==> config.mk <==
export PLATFORM = sky130hd
export DESIGN_NAME = l2_write_path
export DESIGN_NICKNAME = d
export VERILOG_FILES = /design/src/l2w_pkg.sv /design/src/axi_write_port.sv /design/src/l2_write_path.sv /design/src/write_arbiter.sv /design/src/write_buffer.sv
export SDC_FILE = /design/constraint.sdc
export NUM_CORES = 1
export LEC_CHECK = 0
export ABC_AREA = 0
export BUFFER_PORTS_ARGS = -buffer_cell sky130_fd_sc_hd__buf_2
export CAP_MARGIN = 10
export CORE_UTILIZATION = 61
export DETAILED_ROUTE_END_ITERATION = 10
export PLACE_DENSITY = 0.86
export SLEW_MARGIN = 20
export SYNTH_ARGS = -nofsm -noshare
export SYNTH_HDL_FRONTEND = slang
export SYNTH_HIERARCHICAL = 1
export SYNTH_SLANG_ARGS = --single-unit
==> constraint.sdc <==
create_clock -name clk -period 12.25 [get_ports clk]
set_input_delay 0.6125 -clock clk [delete_from_list [all_inputs] [get_ports clk]]
set_output_delay 0.6125 -clock clk [all_outputs]
set_load 0.02 [all_outputs]
==> src/l2w_pkg.sv <==
`default_nettype none

package l2w_pkg;

    localparam int OFFSET_WIDTH = 2;                 // log2 of words per line.
    localparam int LINE_WORDS   = 1 << OFFSET_WIDTH;
    localparam int WBUF_DEPTH   = 2;                 // lines held in the write buffer.

    typedef logic [31:0]              addr_t;       // byte address.
    typedef logic [31:0]              word_t;
    typedef logic [LINE_WORDS*32-1:0] line_t;       // word 0 sits in the low bits.
    typedef logic [3:0]               strb_t;
    typedef logic [7:0]               len_t;        // beats minus one.

    // owner of the shared write channel
    typedef enum logic [2:0] {
        IDLE,
        WRT_W,
        DMA_AW,
        DMA_W,
        DMA_R
    } arb_state_t;

endpackage

`default_nettype wire

==> src/axi_write_port.sv <==
`timescale 1ns/100ps
`default_nettype none

module axi_write_port (
    input  wire                 clk,
    input  wire                 rstn,
    input  wire l2w_pkg::addr_t m_addr,
    input  wire l2w_pkg::word_t m_data,
    input  wire l2w_pkg::len_t  m_len,
    input  wire l2w_pkg::strb_t m_strb,
    input  wire                 m_avalid,
    input  wire                 m_wvalid,
    input  wire                 m_last,
    input  wire                 m_bready,
    output logic                m_aok,
    output logic                m_wready,
    output logic                m_bvalid,
    output logic                awvalid,
    input  wire                 awready,
    output l2w_pkg::addr_t      awaddr,
    output l2w_pkg::len_t       awlen,
    output logic [2:0]          awsize,
    output logic [1:0]          awburst,
    output logic                wvalid,
    input  wire                 wready,
    output l2w_pkg::word_t      wdata,
    output l2w_pkg::strb_t      wstrb,
    output logic                wlast,
    input  wire                 bvalid,
    output logic                bready
);
    logic aw_sent;
    logic w_done;

    // the requester keeps its address strobe up until the last beat,
    // so one address per burst is enforced here
    assign awvalid = m_avalid && !aw_sent;
    assign awaddr  = m_addr;
    assign awlen   = m_len;
    assign awsize  = 3'b010;                     // 4 bytes per beat.
    assign awburst = 2'b01;                      // incr.

    assign wvalid  = m_wvalid;
    assign wdata   = m_data;
    assign wstrb   = m_strb;
    assign wlast   = m_last;

    assign bready  = m_bready;

    assign m_aok    = awvalid && awready;
    assign m_wready = wvalid && wready;
    assign m_bvalid = bvalid && bready;
    assign w_done   = m_wready && wlast;

    always_ff @(posedge clk or negedge rstn) begin
        if (!rstn) begin
            aw_sent <= 1'b0;
        end else if (w_done) begin
            aw_sent <= 1'b0;                     // next burst may issue its address.
        end else if (m_aok) begin
            aw_sent <= 1'b1;
        end
    end

endmodule

`default_nettype wire

==> src/l2_write_path.sv <==
`timescale 1ns/100ps
`default_nettype none

module l2_write_path (
    input  wire                 clk,
    input  wire                 rstn,
    input  wire                 req,
    input  wire l2w_pkg::addr_t addr,
    input  wire l2w_pkg::line_t line,
    input  wire                 dma_sign,
    input  wire l2w_pkg::strb_t req_wstrb,  // cache strobe for uncached writes.
    output logic                ack,
    output logic                dma_lock,
    output logic                awvalid,
    input  wire                 awready,
    output l2w_pkg::addr_t      awaddr,
    output l2w_pkg::len_t       awlen,
    output logic [2:0]          awsize,
    output logic [1:0]          awburst,
    output logic                wvalid,
    input  wire                 wready,
    output l2w_pkg::word_t      wdata,
    output l2w_pkg::strb_t      wstrb,
    output logic                wlast,
    input  wire                 bvalid,
    output logic                bready
);
    import l2w_pkg::*;

    logic  wb_req;
    addr_t wb_addr;
    line_t wb_line;
    logic  wb_ok;
    logic  wrt_lock;

    logic  bf_awvalid;
    logic  bf_wvalid;
    addr_t bf_addr;
    word_t bf_data;
    logic  bf_last;
    logic  bf_bready;
    logic  bf_awok;
    logic  bf_wready;
    logic  bf_bvalid;

    addr_t m_addr;
    word_t m_data;
    len_t  m_len;
    strb_t m_strb;
    logic  m_avalid;
    logic  m_wvalid;
    logic  m_last;
    logic  m_bready;
    logic  m_aok;
    logic  m_wready;
    logic  m_bvalid;

    write_arbiter u_arbiter (
        .wstrb (req_wstrb),
        .*
    );

    write_buffer u_buffer (.*);

    axi_write_port u_port (.*);

endmodule

`default_nettype wire

==> src/write_arbiter.sv <==
`timescale 1ns/100ps
`default_nettype none

module write_arbiter (
    input  wire                 clk,
    input  wire                 rstn,
    input  wire                 req,
    input  wire l2w_pkg::addr_t addr,
    input  wire l2w_pkg::line_t line,
    input  wire                 dma_sign,
    input  wire l2w_pkg::strb_t wstrb,
    output logic                ack,
    output logic                dma_lock,
    output logic                wb_req,
    output l2w_pkg::addr_t      wb_addr,
    output l2w_pkg::line_t      wb_line,
    input  wire                 wb_ok,
    input  wire                 wrt_lock,
    input  wire                 bf_awvalid,
    input  wire                 bf_wvalid,
    input  wire l2w_pkg::addr_t bf_addr,
    input  wire l2w_pkg::word_t bf_data,
    input  wire                 bf_last,
    input  wire                 bf_bready,
    output logic                bf_awok,
    output logic                bf_wready,
    output logic                bf_bvalid,
    output l2w_pkg::addr_t      m_addr,
    output l2w_pkg::word_t      m_data,
    output l2w_pkg::len_t       m_len,
    output l2w_pkg::strb_t      m_strb,
    output logic                m_avalid,
    output logic                m_wvalid,
    output logic                m_last,
    output logic                m_bready,
    input  wire                 m_aok,
    input  wire                 m_wready,
    input  wire                 m_bvalid
);
    import l2w_pkg::*;

    arb_state_t state;
    arb_state_t nxt;

    always_ff @(posedge clk or negedge rstn) begin
        if (!rstn) begin
            state <= IDLE;
        end else begin
            state <= nxt;
        end
    end

    always_comb begin
        nxt = state;
        case (state)
            IDLE: begin
                if (req) begin
                    if (!dma_sign) begin
                        nxt = WRT_W;
                    end else if (!wrt_lock) begin
                        nxt = DMA_AW;            // uncached write waits for an empty buffer.
                    end
                end
            end
            WRT_W: begin
                if (wb_ok) begin
                    nxt = IDLE;
                end
            end
            DMA_AW: begin
                if (m_aok) begin
                    nxt = DMA_W;
                end
            end
            DMA_W: begin
                if (m_wready) begin
                    nxt = DMA_R;
                end
            end
            DMA_R: begin
                if (m_bvalid) begin
                    nxt = IDLE;
                end
            end
            default: nxt = IDLE;
        endcase
    end

    always_comb begin
        ack       = 1'b0;
        dma_lock  = 1'b0;
        wb_req    = 1'b0;
        wb_addr   = '0;
        wb_line   = '0;
        bf_awok   = 1'b0;
        bf_wready = 1'b0;
        bf_bvalid = 1'b0;
        m_addr    = '0;
        m_data    = '0;
        m_len     = '0;
        m_strb    = '0;
        m_avalid  = 1'b0;
        m_wvalid  = 1'b0;
        m_last    = 1'b0;
        m_bready  = 1'b0;
        case (state)
            IDLE, WRT_W: begin
                // buffer drain owns the channel
                m_len     = len_t'(LINE_WORDS - 1);
                m_strb    = 4'hF;
                m_addr    = bf_addr;
                m_data    = bf_data;
                m_avalid  = bf_awvalid;
                m_wvalid  = bf_wvalid;
                m_last    = bf_last;
                m_bready  = bf_bready;
                bf_awok   = m_aok;
                bf_wready = m_wready;
                bf_bvalid = m_bvalid;
                if (state == WRT_W) begin
                    wb_req  = req;
                    wb_addr = addr;
                    wb_line = line;
                    ack     = wb_ok;
                end
            end
            DMA_AW, DMA_W: begin
                m_len    = '0;
                m_strb   = wstrb;
                m_addr   = addr;
                m_data   = line[31:0];           // low word only.
                m_avalid = 1'b1;
                m_wvalid = (state == DMA_W);
                m_last   = (state == DMA_W);
                dma_lock = 1'b1;
            end
            DMA_R: begin
                m_len    = '0;
                m_strb   = wstrb;
                m_bready = 1'b1;
                ack      = m_bvalid;
                dma_lock = 1'b1;
            end
            default: ;
        endcase
    end

endmodule

`default_nettype wire

==> src/write_buffer.sv <==
`timescale 1ns/100ps
`default_nettype none

module write_buffer (
    input  wire                 clk,
    input  wire                 rstn,
    input  wire                 wb_req,
    input  wire l2w_pkg::addr_t wb_addr,
    input  wire l2w_pkg::line_t wb_line,
    output logic                wb_ok,
    output logic                wrt_lock,
    output logic                bf_awvalid,
    output logic                bf_wvalid,
    output l2w_pkg::addr_t      bf_addr,
    output l2w_pkg::word_t      bf_data,
    output logic                bf_last,
    input  wire                 bf_awok,
    input  wire                 bf_wready,
    input  wire                 bf_bvalid,
    output logic                bf_bready
);
    import l2w_pkg::*;

    typedef enum logic [1:0] {
        D_ADDR,
        D_DATA,
        D_RESP
    } wbuf_state_t;

    wbuf_state_t                   state;
    logic [$clog2(WBUF_DEPTH)-1:0] head;
    logic [$clog2(WBUF_DEPTH)-1:0] tail;
    logic [$clog2(WBUF_DEPTH):0]   count;
    logic [OFFSET_WIDTH-1:0]       beat;
    addr_t                         addr_q [WBUF_DEPTH];
    line_t                         line_q [WBUF_DEPTH];
    logic                          empty;
    logic                          full;
    logic                          push;
    logic                          pop;

    function automatic logic [$clog2(WBUF_DEPTH)-1:0] next_ptr(
        input logic [$clog2(WBUF_DEPTH)-1:0] ptr
    );
        return (ptr == $bits(ptr)'(WBUF_DEPTH - 1)) ? '0 : ptr + 1'b1;
    endfunction

    assign empty    = (count == '0);
    assign full     = (count == $bits(count)'(WBUF_DEPTH));
    assign push     = wb_req && !full;
    assign pop      = (state == D_RESP) && bf_bvalid;    // entry leaves on the response.
    assign wb_ok    = push;
    assign wrt_lock = !empty;

    always_ff @(posedge clk) begin
        if (push) begin
            addr_q[tail] <= {wb_addr[31:OFFSET_WIDTH+2], {(OFFSET_WIDTH+2){1'b0}}};
            line_q[tail] <= wb_line;
        end
    end

    always_ff @(posedge clk or negedge rstn) begin
        if (!rstn) begin
            head  <= '0;
            tail  <= '0;
            count <= '0;
        end else begin
            if (push) begin
                tail <= next_ptr(tail);
            end
            if (pop) begin
                head <= next_ptr(head);
            end
            case ({push, pop})
                2'b10:   count <= count + 1'b1;
                2'b01:   count <= count - 1'b1;
                default: ;
            endcase
        end
    end

    // drain of the head entry, one burst at a time
    always_ff @(posedge clk or negedge rstn) begin
        if (!rstn) begin
            state <= D_ADDR;
            beat  <= '0;
        end else begin
            case (state)
                D_ADDR: begin
                    if (!empty && bf_awok) begin
                        state <= D_DATA;
                    end
                end
                D_DATA: begin
                    if (bf_wready) begin
                        beat <= beat + 1'b1;
                        if (bf_last) begin
                            beat  <= '0;
                            state <= D_RESP;
                        end
                    end
                end
                D_RESP: begin
                    if (bf_bvalid) begin
                        state <= D_ADDR;
                    end
                end
                default: state <= D_ADDR;
            endcase
        end
    end

    // address strobe stays up through the data phase.
    assign bf_awvalid = ((state == D_ADDR) && !empty) || (state == D_DATA);
    assign bf_wvalid  = (state == D_DATA);
    assign bf_addr    = addr_q[head];
    assign bf_data    = line_q[head][32*beat +: 32];
    assign bf_last    = (beat == OFFSET_WIDTH'(LINE_WORDS - 1));
    assign bf_bready  = (state == D_RESP);

endmodule

`default_nettype wire
==> impl_metrics.tcl <==
set metrics [dict create \
    cp-start-kind "flip-flop" \
    rsz0062_at_grt "false" \
    via_per_inst 5.91 \
    dr_total_vias 8664 \
    cp_data_required_time_ns 11.64 \
    hold_depth 3 \
    status "complete, no violations" \
    worstPathArrival_ns 3.57 \
    areaGrowthSynthToFinish_pct 11.9 \
    cts_setup_buffers 0 \
    maxCapViolCount 0 \
    clock_latency_ns 0.49 \
    grt_start_max_net_pins 147 \
    synthCells 984 \
    start_util 0.625 \
    die_w_um 160 \
    remaining_drc_errors 0 \
    period_share 0.341 \
    rows 57 \
    cts.sink_count 324 \
    vdd_ir_drop_max_v 0.000134 \
    fin_crit_ns 4.18 \
    slowest_stage "buf_4" \
    core_area_mm2 0.0245 \
    postRouteAntennaNets 0 \
    drv_slew 0 \
    crit_chain "buf_4 > mux4_2 > mux2_2 > mux2i_1 > nor2_1 > buf_2" \
    p_leak_uw 0.00676 \
    wl_mm 30.2 \
    nets 1291 \
    die_y_um 160 \
    total_power_uw 4230 \
    worst_pin_slew_ns 1.04 \
    reg2reg_slack_ns 8.88 \
    clock_skew_ns 0.00738 \
    hp-class "in -> reg" \
    synth.yosys.warnings 6 \
    finalSetupViolCount 0 \
    syn_area_mm2 0.0153 \
    globalplace.congestion 0.772 \
    layout_common_cells "edfxtp_1 (312), buf_2 (246), and3_1 (157)" \
    layout-drive-gt1-share 0.380 \
    cts_resized 0 \
    design_area_mm2 0.0171 \
    htree_num_levels 2 \
    reg2reg_from "u_arbiter/state[1]" \
    syn_avg_cell_area_um2 15.5 \
    worstSetupEndpointType "primary output" \
    cts_tree "done" \
    drt-initial-drc-count 655 \
    worstPathMaxFanout 60 \
    dr.pass1.iters 5 \
    track_usage 0.237 \
    min_from "awready" \
    min_delay_worst_endpoint "u_port/aw_sent" \
    overflow 0 \
    die_area_mm2 0.0257 \
    clkSlewWorstSetupHoldPaths_ns 0.06 \
    setup_tns_ns 0 \
    clock_path_buffers 3 \
    r2r_cells 6 \
    final_common_cell "edfxtp_1" \
    wl_per_cell_um 20.6 \
    power.density_mw_per_mm2 247 \
    root_buffer "clkbuf_16" \
    rr_endpoint "u_buffer/line_q[1][12]" \
    antenna_found_initial 1 \
    hpwl_mm 18.6 \
    numCtsBuffers 34 \
    grt_pass1_vias 8742 \
    numPortBuffers 246 \
    grt_first_pass_wirelength_mm 46.9 \
    finalHoldViolCount 0 \
    cts_hold_buf 1 \
    relSlewSlack 0.307 \
    fmax_mhz 239 \
    dpl_cell_area_mm2 0.0160 \
    worst-setup-path-type "reg -> out" \
    fin_util 0.700 \
    ios 258 \
    slowest_delay_ns 0.89 \
]
per-layer routing:
metal  vias up  track usage  wire [µm]
li1       3921            -          -
met1      4356        0.311      11900
met2       337        0.412      15800
met3        50       0.0341       1820
met4         0       0.0701        667
met5         -            0          0
worst max-delay path: cells and delay by family (launching register included):
kind | cells | cell delay (ns)
buffers and inverters | 2 | 1.10
muxes | 3 | 1.00
DFF | 1 | 0.80
and+or+nand+nor | 1 | 0.08
layout make-up:
| cell class | instances | area, µm² |
|---|---|---|
| sequential | 324 | 9690 |
| clock buffer | 44 | 952 |
| clock inverter | 16 | 159 |
| timing repair buffer | 257 | 1340 |
| tap | 324 | 405 |
| inverter | 8 | 30.0 |
| antenna | 1 | 2.50 |
| fill | 1578 | 7340 |
| multi-input combinational | 493 | 4550 |
power by group:
part	switching (µW)	leakage [µW]	internal [µW]	total [µW]
sequential	175	0.00303	1510	1690
clock	394	0.000532	612	1010
combinational	867	0.00319	671	1540
worst max path at each step:
stage                            start                       to  slack, ns
global route             u_buffer/head                 wdata[6]       7.77
detailed placement  u_arbiter/state[1]   u_buffer/line_q[1][50]       8.25
floorplan           u_arbiter/state[1]    u_buffer/addr_q[0][0]       4.03
CTS                      u_buffer/head                wdata[31]       7.93
global placement    u_arbiter/state[1]  u_buffer/line_q[1][114]       8.37
finish                   u_buffer/head                 wdata[6]       8.07
metrics by stage:
step           setup slack (ns)  std cells  hold slack (ns)
2_1_floorplan              4.03        995            0.317
3_3_place_gp               8.37       1404            0.493
3_5_place_dp               8.25       1404            0.518
4_1_cts                    7.93       1465            0.402
5_1_grt                    7.77       1466            0.427
6_report                   8.07       1467            0.417
state kept, by name, indices dropped and copies added, names as in the netlist, 2 cells and up:
signal           cells
u_buffer/count       2
u_buffer/line_q    256
u_buffer/addr_q     56
u_buffer/state       2
u_buffer/beat        2
u_arbiter/state      3
No activity file was read; power rests on OpenSTA's default activity.
